<file path="src/verilog/core_pkg.sv">
package core_pkg;

    // ------------------------------
    // opcodes
    // ------------------------------
    localparam logic [6:0] OPC_OP_IMM = 7'b0010011;
    localparam logic [6:0] OPC_LUI    = 7'b0110111;
    localparam logic [6:0] OPC_LOAD   = 7'b0000011;
    localparam logic [6:0] OPC_STORE  = 7'b0100011;
    localparam logic [6:0] OPC_SYSTEM = 7'b1110011;

    typedef enum logic [1:0] {
        OP_ALU       = 2'd0,
        OP_LOAD      = 2'd1,
        OP_STORE     = 2'd2,
        OP_CSR_WRITE = 2'd3
    } op_kind_e;

    // same code as funct3[1:0] of loads and stores
    typedef enum logic [1:0] {
        SIZE_BYTE = 2'd0,
        SIZE_HALF = 2'd1,
        SIZE_WORD = 2'd2
    } mem_size_e;

    // ------------------------------
    // instruction word views
    // ------------------------------
    typedef struct packed {
        logic [11:0] imm12;
        logic [4:0]  rs1;
        logic [2:0]  funct3;
        logic [4:0]  rd;
        logic [6:0]  opcode;
    } insn_i_t;

    typedef struct packed {
        logic [6:0] imm_hi;
        logic [4:0] rs2;
        logic [4:0] rs1;
        logic [2:0] funct3;
        logic [4:0] imm_lo;
        logic [6:0] opcode;
    } insn_s_t;

    typedef union packed {
        insn_i_t i_form;
        insn_s_t s_form;
    } insn_u;

    typedef struct packed {
        op_kind_e    kind;
        mem_size_e   size;
        logic        sign_ext;
        logic [4:0]  rd;
        logic [4:0]  rs1;
        logic [4:0]  rs2;
        logic [31:0] imm;
        logic [11:0] csr_addr;
        logic        lui;
    } decoded_op_t;

endpackage
</file>
<file path="src/verilog/bus_pkg.sv">
package bus_pkg;
    import core_pkg::*;

    typedef struct packed {
        logic [31:0] addr;
        mem_size_e   size;
        logic        sign_ext;
    } mem_rd_req_t;

    // data is right-aligned, memory places the lanes
    typedef struct packed {
        logic [31:0] addr;
        logic [31:0] data;
        mem_size_e   size;
    } mem_wr_req_t;

    typedef struct packed {
        op_kind_e    kind;
        logic [4:0]  rd;
        logic [31:0] addr;
        logic [31:0] wdata;
        logic [31:0] alu;
        mem_size_e   size;
        logic        sign_ext;
        logic [11:0] csr_addr;
        logic [31:0] csr_data;
    } exec_op_t;

    typedef struct packed {
        logic [4:0]  rd;
        logic [31:0] data;
    } wb_t;

    typedef struct packed {
        logic [11:0] addr;
        logic [31:0] data;
    } csr_ev_t;

endpackage

</file>
<file path="src/verilog/core_top.sv">
`timescale 1ns/1ps

module core_top import core_pkg::*, bus_pkg::*; (
    input  logic        clock,
    input  logic        reset,

    output logic        rd_valid,
    output mem_rd_req_t rd_req,
    input  logic        rd_ready,
    input  logic [31:0] rd_data,

    output logic        wr_valid,
    output mem_wr_req_t wr_req,
    input  logic        wr_ready,

    output logic        wb_valid,
    output wb_t         wb,
    output logic        csr_valid,
    output csr_ev_t     csr_ev
);

    // fetch to decode
    logic        insn_valid;
    logic        insn_ready;
    insn_u       insn_word;

    // fetch to arbiter
    logic        fetch_valid;
    logic [31:0] fetch_addr;
    logic        fetch_ready;
    logic [31:0] fetch_data;

    // decode to execute
    logic        dec_valid;
    logic        dec_ready;
    decoded_op_t dec_op;

    // execute to arbiter
    logic        op_valid;
    logic        op_ready;
    exec_op_t    op;

    fetch_unit u_fetch (
        .clock       (clock),
        .reset       (reset),
        .fetch_valid (fetch_valid),
        .fetch_addr  (fetch_addr),
        .fetch_ready (fetch_ready),
        .fetch_data  (fetch_data),
        .insn_valid  (insn_valid),
        .insn_ready  (insn_ready),
        .insn_word   (insn_word)
    );

    insn_decode u_decode (
        .clock      (clock),
        .reset      (reset),
        .insn_valid (insn_valid),
        .insn_ready (insn_ready),
        .insn_word  (insn_word),
        .dec_valid  (dec_valid),
        .dec_ready  (dec_ready),
        .dec_op     (dec_op)
    );

    // writeback feeds the register file and leaves the core
    exec_unit u_exec (
        .clock     (clock),
        .reset     (reset),
        .dec_valid (dec_valid),
        .dec_ready (dec_ready),
        .dec_op    (dec_op),
        .op_valid  (op_valid),
        .op_ready  (op_ready),
        .op        (op),
        .wb_valid  (wb_valid),
        .wb        (wb)
    );

    mem_arbiter u_arbiter (
        .clock       (clock),
        .reset       (reset),
        .fetch_valid (fetch_valid),
        .fetch_addr  (fetch_addr),
        .fetch_ready (fetch_ready),
        .fetch_data  (fetch_data),
        .op_valid    (op_valid),
        .op_ready    (op_ready),
        .op          (op),
        .rd_valid    (rd_valid),
        .rd_req      (rd_req),
        .rd_ready    (rd_ready),
        .rd_data     (rd_data),
        .wr_valid    (wr_valid),
        .wr_req      (wr_req),
        .wr_ready    (wr_ready),
        .wb_valid    (wb_valid),
        .wb          (wb),
        .csr_valid   (csr_valid),
        .csr_ev      (csr_ev)
    );

endmodule

</file>
<file path="src/verilog/mem_arbiter.sv">
`timescale 1ns/1ps

module mem_arbiter import core_pkg::*, bus_pkg::*; (
    input  logic        clock,
    input  logic        reset,

    input  logic        fetch_valid,
    input  logic [31:0] fetch_addr,
    output logic        fetch_ready,
    output logic [31:0] fetch_data,

    input  logic        op_valid,
    output logic        op_ready,
    input  exec_op_t    op,

    output logic        rd_valid,
    output mem_rd_req_t rd_req,
    input  logic        rd_ready,
    input  logic [31:0] rd_data,

    output logic        wr_valid,
    output mem_wr_req_t wr_req,
    input  logic        wr_ready,

    output logic        wb_valid,
    output wb_t         wb,
    output logic        csr_valid,
    output csr_ev_t     csr_ev
);

    logic        load_pend;
    logic        store_pend;
    logic        busy;
    mem_rd_req_t load_req;
    mem_wr_req_t store_req;
    logic [4:0]  load_rd;

    logic        fetch_sel;
    logic        op_is_mem;
    logic        op_acc;
    logic        load_done;
    logic        store_done;

    // ------------------------------
    // port selection
    // ------------------------------
    assign busy      = load_pend | store_pend;
    assign fetch_sel = !busy && fetch_valid;
    assign op_is_mem = (op.kind == OP_LOAD) || (op.kind == OP_STORE);

    // a pending fetch keeps memory ops out so the port never changes hands mid-request
    assign op_ready  = !busy && !(fetch_valid && op_is_mem);
    assign op_acc    = op_valid && op_ready;

    always_comb begin
        if (fetch_sel) begin
            rd_valid        = 1'b1;
            rd_req.addr     = fetch_addr;
            rd_req.size     = SIZE_WORD;
            rd_req.sign_ext = 1'b0;
        end else begin
            rd_valid = load_pend;
            rd_req   = load_req;
        end
    end

    assign fetch_ready = fetch_sel && rd_ready;
    assign fetch_data  = rd_data;

    assign wr_valid = store_pend;
    assign wr_req   = store_req;

    assign load_done  = load_pend && rd_ready;
    assign store_done = store_pend && wr_ready;

    // ------------------------------
    // results
    // ------------------------------
    // load completion and a new alu op never share a cycle, busy blocks the op
    assign wb_valid = load_done ||
                      (op_acc && op.kind == OP_ALU && op.rd != 5'd0);
    assign wb.rd    = load_pend ? load_rd : op.rd;
    assign wb.data  = load_pend ? rd_data : op.alu;

    assign csr_valid   = op_acc && op.kind == OP_CSR_WRITE;
    assign csr_ev.addr = op.csr_addr;
    assign csr_ev.data = op.csr_data;

    // ------------------------------
    // outstanding data access
    // ------------------------------
    always_ff @(posedge clock) begin
        if (reset) begin
            load_pend  <= 1'b0;
            store_pend <= 1'b0;
        end else begin
            if (op_acc && op.kind == OP_LOAD)
                load_pend <= 1'b1;
            else if (load_done)
                load_pend <= 1'b0;

            if (op_acc && op.kind == OP_STORE)
                store_pend <= 1'b1;
            else if (store_done)
                store_pend <= 1'b0;
        end
    end

    // request fields captured at acceptance, held until the handshake
    always_ff @(posedge clock) begin
        if (op_acc && op.kind == OP_LOAD) begin
            load_req.addr     <= op.addr;
            load_req.size     <= op.size;
            load_req.sign_ext <= op.sign_ext;
            load_rd           <= op.rd;
        end
        if (op_acc && op.kind == OP_STORE) begin
            store_req.addr <= op.addr;
            store_req.data <= op.wdata;
            store_req.size <= op.size;
        end
    end

endmodule

</file>
<file path="src/verilog/exec_unit.sv">
`timescale 1ns/1ps

module exec_unit import core_pkg::*, bus_pkg::*; (
    input  logic        clock,
    input  logic        reset,

    input  logic        dec_valid,
    output logic        dec_ready,
    input  decoded_op_t dec_op,

    output logic        op_valid,
    input  logic        op_ready,
    output exec_op_t    op,

    input  logic        wb_valid,
    input  wb_t         wb
);

    // x0 has no storage
    logic [31:0] regs [1:31];
    logic [31:0] rs1_val;
    logic [31:0] rs2_val;
    logic [31:0] sum;

    // ------------------------------
    // register file
    // ------------------------------
    always_ff @(posedge clock) begin
        if (!reset && wb_valid && wb.rd != 5'd0)
            regs[wb.rd] <= wb.data;
    end

    assign rs1_val = (dec_op.rs1 == 5'd0) ? 32'd0 : regs[dec_op.rs1];
    assign rs2_val = (dec_op.rs2 == 5'd0) ? 32'd0 : regs[dec_op.rs2];

    // ------------------------------
    // operand and result
    // ------------------------------
    // addi result and load/store address share one adder
    assign sum = rs1_val + dec_op.imm;

    always_comb begin
        op          = '0;
        op.kind     = dec_op.kind;
        op.rd       = dec_op.rd;
        op.addr     = sum;
        op.wdata    = rs2_val;
        op.alu      = dec_op.lui ? dec_op.imm : sum;
        op.size     = dec_op.size;
        op.sign_ext = dec_op.sign_ext;
        op.csr_addr = dec_op.csr_addr;
        op.csr_data = rs1_val;
    end

    // no stage of its own, handshake passes straight through
    assign op_valid  = dec_valid;
    assign dec_ready = op_ready;

endmodule

</file>
<file path="src/verilog/insn_decode.sv">
`timescale 1ns/1ps

module insn_decode import core_pkg::*; (
    input  logic        clock,
    input  logic        reset,

    input  logic        insn_valid,
    output logic        insn_ready,
    input  insn_u       insn_word,

    output logic        dec_valid,
    input  logic        dec_ready,
    output decoded_op_t dec_op
);

    decoded_op_t dec_next;
    logic        slot_valid;
    decoded_op_t slot_op;

    function automatic mem_size_e size_of(input logic [2:0] funct3);
        case (funct3[1:0])
            2'b00:   return SIZE_BYTE;
            2'b01:   return SIZE_HALF;
            default: return SIZE_WORD;
        endcase
    endfunction

    // ------------------------------
    // field extraction
    // ------------------------------
    always_comb begin
        dec_next          = '0;
        dec_next.kind     = OP_ALU;
        dec_next.size     = SIZE_WORD;
        dec_next.rd       = insn_word.i_form.rd;
        dec_next.rs1      = insn_word.i_form.rs1;
        dec_next.rs2      = insn_word.s_form.rs2;
        dec_next.imm      = {{20{insn_word.i_form.imm12[11]}}, insn_word.i_form.imm12};
        dec_next.csr_addr = insn_word.i_form.imm12;

        case (insn_word.i_form.opcode)
            OPC_OP_IMM: begin
                // only addi, other funct3 retire as a no-op
                if (insn_word.i_form.funct3 != 3'b000)
                    dec_next.rd = 5'd0;
            end
            OPC_LUI: begin
                dec_next.lui = 1'b1;
                dec_next.imm = {insn_word.i_form.imm12, insn_word.i_form.rs1,
                                insn_word.i_form.funct3, 12'd0};
            end
            OPC_LOAD: begin
                dec_next.kind     = OP_LOAD;
                dec_next.size     = size_of(insn_word.i_form.funct3);
                dec_next.sign_ext = ~insn_word.i_form.funct3[2];
            end
            OPC_STORE: begin
                dec_next.kind = OP_STORE;
                dec_next.rd   = 5'd0;
                dec_next.size = size_of(insn_word.s_form.funct3);
                dec_next.imm  = {{20{insn_word.s_form.imm_hi[6]}},
                                 insn_word.s_form.imm_hi, insn_word.s_form.imm_lo};
            end
            OPC_SYSTEM: begin
                dec_next.rd = 5'd0;
                // csrrw only
                if (insn_word.i_form.funct3 == 3'b001)
                    dec_next.kind = OP_CSR_WRITE;
            end
            default: begin
                // unsupported, becomes a no-op
                dec_next.rd = 5'd0;
            end
        endcase
    end

    // ------------------------------
    // one-slot stage
    // ------------------------------
    assign insn_ready = !slot_valid || dec_ready;
    assign dec_valid  = slot_valid;
    assign dec_op     = slot_op;

    always_ff @(posedge clock) begin
        if (reset)
            slot_valid <= 1'b0;
        else if (insn_valid && insn_ready)
            slot_valid <= 1'b1;
        else if (dec_ready)
            slot_valid <= 1'b0;
    end

    always_ff @(posedge clock) begin
        if (insn_valid && insn_ready)
            slot_op <= dec_next;
    end

endmodule

</file>
<file path="src/verilog/fetch_unit.sv">
`timescale 1ns/1ps

module fetch_unit import core_pkg::*; (
    input  logic        clock,
    input  logic        reset,

    output logic        fetch_valid,
    output logic [31:0] fetch_addr,
    input  logic        fetch_ready,
    input  logic [31:0] fetch_data,

    output logic        insn_valid,
    input  logic        insn_ready,
    output insn_u       insn_word
);

    logic [31:0] pc;
    logic        buf_valid;
    insn_u       buf_word;

    assign fetch_addr = pc;
    assign insn_valid = buf_valid;
    assign insn_word  = buf_word;

    // request goes out one cycle after the buffer is seen empty
    always_ff @(posedge clock) begin
        if (reset) begin
            pc          <= 32'd0;
            fetch_valid <= 1'b0;
            buf_valid   <= 1'b0;
        end else begin
            if (fetch_valid && fetch_ready) begin
                fetch_valid <= 1'b0;
                buf_valid   <= 1'b1;
                pc          <= pc + 32'd4;
            end else if (!fetch_valid && !buf_valid) begin
                fetch_valid <= 1'b1;
            end
            // never overlaps the fill, fetch only runs on an empty buffer
            if (insn_valid && insn_ready)
                buf_valid <= 1'b0;
        end
    end

    always_ff @(posedge clock) begin
        if (fetch_valid && fetch_ready)
            buf_word <= fetch_data;
    end

endmodule

</file>
<file path="config.mk">
export PLATFORM = sky130hd
export DESIGN_NAME = core_top
export DESIGN_NICKNAME = d
export VERILOG_FILES = /design/src/verilog/core_pkg.sv /design/src/verilog/bus_pkg.sv /design/src/verilog/core_top.sv /design/src/verilog/mem_arbiter.sv /design/src/verilog/exec_unit.sv /design/src/verilog/insn_decode.sv /design/src/verilog/fetch_unit.sv
export SDC_FILE = /design/constraint.sdc
export NUM_CORES = 2
export LEC_CHECK = 0
export BUFFER_PORTS_ARGS = -buffer_cell sky130_fd_sc_hd__buf_4
export CAP_MARGIN = 30
export CORE_MARGIN = 3
export CORE_UTILIZATION = 43
export CTS_BUF_LIST = sky130_fd_sc_hd__clkbuf_2
export DETAILED_ROUTE_END_ITERATION = 12
export PLACE_DENSITY = 0.63
export SLEW_MARGIN = 20
export SYNTH_ARGS = -nofsm -noshare
export SYNTH_HDL_FRONTEND = slang
export SYNTH_HIERARCHICAL = 1
export SYNTH_SLANG_ARGS = --single-unit
export TNS_END_PERCENT = 10
</file>
<file path="constraint.sdc">
create_clock -name clock -period 4.6 [get_ports clock]
set_input_delay 0.46 -clock clock [delete_from_list [all_inputs] [get_ports clock]]
set_output_delay 0.46 -clock clock [all_outputs]
set_load 0.02 [all_outputs]
</file>
Word-level counts from Yosys, hierarchy flattened
Memories as Yosys holds them, arrays and structs flattened. A register that Yosys moved wholly into a read port is not among the register bits.
Cells that the tools add are included.
Widths: inputs -> output; s select.

operators by class
  reductions and logical operators = 40
  add/sub/neg operators = 2
  bitwise logic cells = 2
  equal/unequal tests = 10
  muxes and demuxes = 22

operators by type and width
  operator               number
  $mux 32                3
  $pmux 31 s2            1
  $mux 35                1
  $add 32x3->32 const B  1
  $add 32x32->32         1
  $logic_and 1x1->1      17
  $mux 5                 3
  $eq 7x6->1 const B     2
  $logic_not 5->1        2
  $mux 1                 10
  $pmux 5 s2             1
  $reduce_bool 5->1      2
  $reduce_or 2->1        4
  $eq 7x2->1 const B     1
  $eq 7x5->1 const B     1
  $eq 7x7->1 const B     1
  $logic_not 1->1        6
  $pmux 2 s3             1
  $reduce_bool 2->1      3
  $eq 2x1->1 const B     2
  $eq 2x2->1 const B     2
  $logic_not 2->1        2
  $pmux 2 s2             1
  $eq 3x1->1 const B     1
  other kinds (5)        7

storage, ports and cells
  input bits = 36
  memories = 1
  output and inout bits = 186
  bits in writable memories = 992
  register bits = 208

memories
  memory       depth  width  rd ports  clocked after memory_dff  wr ports  line             RTL
  u_exec.regs  31     32     2         2                         1         exec_unit.sv:20  logic [31:0] regs [1:31];

Longest topological paths before layout
  depth after elaboration = 13
  mapped depth = 21
  depth with buffers taken out = 17

By module
The synthesis kept the hierarchy.

by module, submodules not included
  module       times used  area an instance (µm²)  cells an instance  seq. area each (µm²)
  exec_unit    1           48602.9                 2846               29788.6
  mem_arbiter  1           4835.9                  289                3223.1
  fetch_unit   1           2468.6                  210                1601.5
  insn_decode  1           2312.2                  140                1791.7

Worst setup path after synthesis
Ideal clock, no wire load.

  path type = reg-to-output
  start point = reg u_decode.slot_op, in the netlist u_decode/dec_op[51]
  end point = out wb[22] (netlist bit)
  required time = 4.140 ns
  cell stages (with the launch flop) = 19
  slack = -0.336 ns
  path buffers = 4
  data arrival time = 4.476 ns
  cells stage by stage = edfxtp_1 -> buf_4 -> buf_2 -> buf_2 -> buf_1 -> mux4_2 -> mux4_2 -> mux2i_1 -> nor2_1 -> ha_1 -> a21o_1 -> a31o_1 -> a21o_1 -> nor3_2 -> o211ai_1 -> a311oi_1 -> nor3_1 -> mux2_2 -> mux2_2

RTL lines
  element                 line               RTL
  from (decl)             insn_decode.sv:18  decoded_op_t slot_op;
  from (signal assigned)  insn_decode.sv:95  slot_op <= dec_next;
  to (decl)               core_top.sv:17     output wb_t wb,

==> results.yml <==
place:
  dp.final_hpwl_um: 122000
  place_inst: 5558
  dpl_cell_area_sq_um: 64500
  gp_congestion: 0.977
  port_buffers: 221
clock_network:
  numCtsBuffers: 326
  clock_latency_ps: 1690
  clkSlewWorstSetupHoldPaths_ps: 110
  clk_path_buf_depth: 4
  h-tree-depth: 5
  cts_tree: "yes"
  cts-root-buf: "clkbuf_2"
  cts_sinks: 1224
layout:
  syn_to_final_growth_pct: 21.8
  layout-drive-gt1-share: 0.429
  stdcell_area_sq_um: 70900
  nNetsFinal: 4388
  stdcell_count: 6313
hold_path:
  hp-start: "rd_data[11]"
  hold_depth: 4
  worstHoldEndpoint: "u_exec/regs[3][11]"
  hold_path_class: "primary input to register"
logic_synthesis:
  synth_enable_flop_cells: 1189
  synth_area_sq_um: 58200
  synth.most_common_cell: "edfxtp_1"
  yosysTopAreaCell: "edfxtp_1"
  syn-mean-instance-area_sq_um: 16.7
  synth_cell_type_count: 82
  synthTopCellsByCount: "1189 x edfxtp_1, 414 x mux4_2, 266 x mux2i_1"
  synth_cells: 3485
  synthFlopType: "edfxtp_1"
  ys_ff_latch: 1224
  synth_seq_area_share: 0.625
  yosysTopAreaCellShare: 0.613
  ys_warn_count: 6
  synthArstFlopShare: 0
  ys_top_cells_by_area: "edfxtp_1 61%, mux4_2 16%, mux2i_1 4.6%"
global_routing:
  grt_pass1_wl_um: 278000
  grt_overflow: 0
  grt_pass1_vias: 38800
  grt_max_degree: 110
  grt_usage: 0.278
  grt_antenna_before_repair: 5
die:
  start_util: 0.435
  row_count: 134
  die_w_um: 374
  ios: 222
  die_y_um: 374
  dieArea_sq_um: 140000
  core_area_sq_um: 134000
worst_setup_path:
  timing.rr.end: "u_arbiter/wr_req[65]"
  critical_path.endpoint_type: "output port"
  cp.buffers_inverters: 7
  crit_path_top_delay_cell: "mux4_2"
  cpPeakStageDelay_ps: 490
  critPathArrivalTime_ps: 6560
  crit_chain: "buf_12 > buf_16 > buf_12 > buf_16 > mux4_2 > mux4_2 > mux2i_1 > buf_4 > nor2_4 > ha_4 > a21o_1 > a31o_4 > a21o_1 > buf_6 > nor3_4 > o211ai_1 > a311oi_1 > nor3_1 > mux2_4 > mux2_4 > buf_6"
  timing_worst_setup_path_type: "register to output port"
  path_depth: 21
  rrSetupSlack_ps: -2240
  cp_max_fo: 6
  cp.required_ps: 4140
  cp_top_family: "multiplexers"
  ff2ff_path_depth: 40
  critPathLaunchType: "register"
  r2r-start: "u_decode/dec_op[50]"
timing:
  fmax_mhz: 142
  slew_headroom: 0.218
  worstMarginPinSlew_ps: 1170
  clock_skew_ps: 194
  slew_viol_final: 0
  min_period_ps: 7020
  setup_violations: 845
  setup_slack_ps: -2420
  rsz0062_at_grt: "true"
  fin_crit_sh: 1.53
  finalHoldViolations: 0
pwr:
  p_per_area_nw_per_um2: 295
  p_leak_nw: 25.1
  peakVddDrop_v: 0.000240
run:
  maxCapViolCount: 0
outcome:
  violations: "negative setup slack"
  run_status: "complete, but fails checks"
route:
  drc: 0
  drtPass1Iterations: 5
  detail-route-antenna-nets: 0
  detail_route.wl_per_cell_um: 31.2
  first_iter_violations: 4829
  drt-total-wl_um: 197000
  dr_total_vias: 39200
  via_per_inst: 6.20
placed cells by master, fill, tap and decap left out, types with 24 or more instances in the layout:
cell type	netlist	final
a21o_1	34	34
a21oi_1	239	219
buf_12	0	93
buf_4	120	568
buf_6	17	84
clkbuf_2	0	454
clkinv_1	1	72
dfxtp_1	35	34
dlygate4sd3_1	0	74
edfxtp_1	1189	1189
inv_1	29	24
mux2_1	25	25
mux2_2	93	60
mux2_4	0	33
mux2i_1	266	257
mux4_2	414	414
nand2_1	90	79
nor2_1	184	126
nor2_4	0	45
nor3_1	43	43
o21ai_0	87	81
o221ai_1	64	64
o22ai_1	65	65
per-layer routing:
layer | routed length (um) | track usage | vias to the layer above
met2 | 90400 | 0.426 | 2526
met4 | 8830 | 0.124 | 2
met3 | 22300 | 0.0688 | 455
li1 | - | - | 16000
met1 | 75600 | 0.376 | 20100
met5 | 12 | 0 | -
power breakdown:
| group | switching [W] | internal [W] |
|---|---|---|
| Sequential | 0.0000217 | 0.0122 |
| Combinational | 0.000759 | 0.000630 |
| Clock | 0.00448 | 0.00281 |
| Total | 0.00526 | 0.0156 |
repair_timing:
item	CTS	global route
setup endpoints to repair	900	887
hold buffers	75	0
resized for setup	235	110
cloned	10	0
buffers inserted	85	33
pin swaps	39	69
endpoints found under the hold margin	1200	0
per-stage QoR:
stage | worst slack, ps | TNS [ps] | util | power, W | hold WS [ps]
after global routing | -2630 | -480710 | 0.529 | 0.0217 | 37.5
after detailed placement | -986 | -487930 | 0.482 | 0.0136 | 418
after global placement | -933 | -489410 | 0.481 | 0.0136 | 413
after CTS | -2520 | -338750 | 0.523 | 0.0210 | 7.86
after floorplan | -94.9 | -565 | - | 0.0131 | 427
final | -2420 | -425080 | 0.529 | 0.0209 | 162
cells by family after synthesis:
family,Yosys count,synth area share
DFF,1224,0.625
muxes,798,0.229
AOI/OAI and AO/OA,558,0.0586
and+or+nand+nor,457,0.0376
buffers and inverters,371,0.0355
xor gates and xnor gates,39,0.00610
adders and majority gates,37,0.00808
other,1,0.0000644
sequential cells by signal, summed over array words and instances, names as in the netlist:
register	flops
u_fetch/insn_word	32
u_arbiter/wr_req	66
u_fetch/fetch_valid	1
u_arbiter/load_req	35
u_decode/dec_op	59
u_arbiter/wr_valid	1
u_exec/regs	992
u_arbiter/load_rd	5
u_decode/dec_valid	1
u_arbiter/load_pend	1
u_fetch/insn_valid	1
u_fetch/fetch_addr	30
worst max-delay path by stage:
| stage | startpoint | endpoint | slack (ps) |
|---|---|---|---|
| final | u_decode/dec_op[50] | wb[22] | -2420 |
| after global routing | u_decode/dec_op[50] | wb[22] | -2630 |
| after CTS | u_decode/dec_op[50] | wb[26] | -2520 |
| after detailed placement | u_decode/dec_op[50] | wb[28] | -990 |
| after global placement | u_decode/dec_op[50] | wb[28] | -930 |
| after floorplan | u_decode/dec_op[50] | wb[22] | -90 |
cell type report:
type / count / area, sq um
clock buffer: 454 / 2270
clock inverter: 94 / 450
antenna: 10 / 25.0
inverter: 33 / 129
timing repair buffer: 839 / 8310
sequential: 1224 / 36400
tap: 1768 / 2210
multi-input combinational: 1891 / 21100
fill: 10900 / 63100
worst min-delay path, cell delays in order:
cell	delay [ps]
dlygate4sd3_1	540
buf_4	130
mux2_4	220
buf_4	310
(Power assumes the default switching activity.)
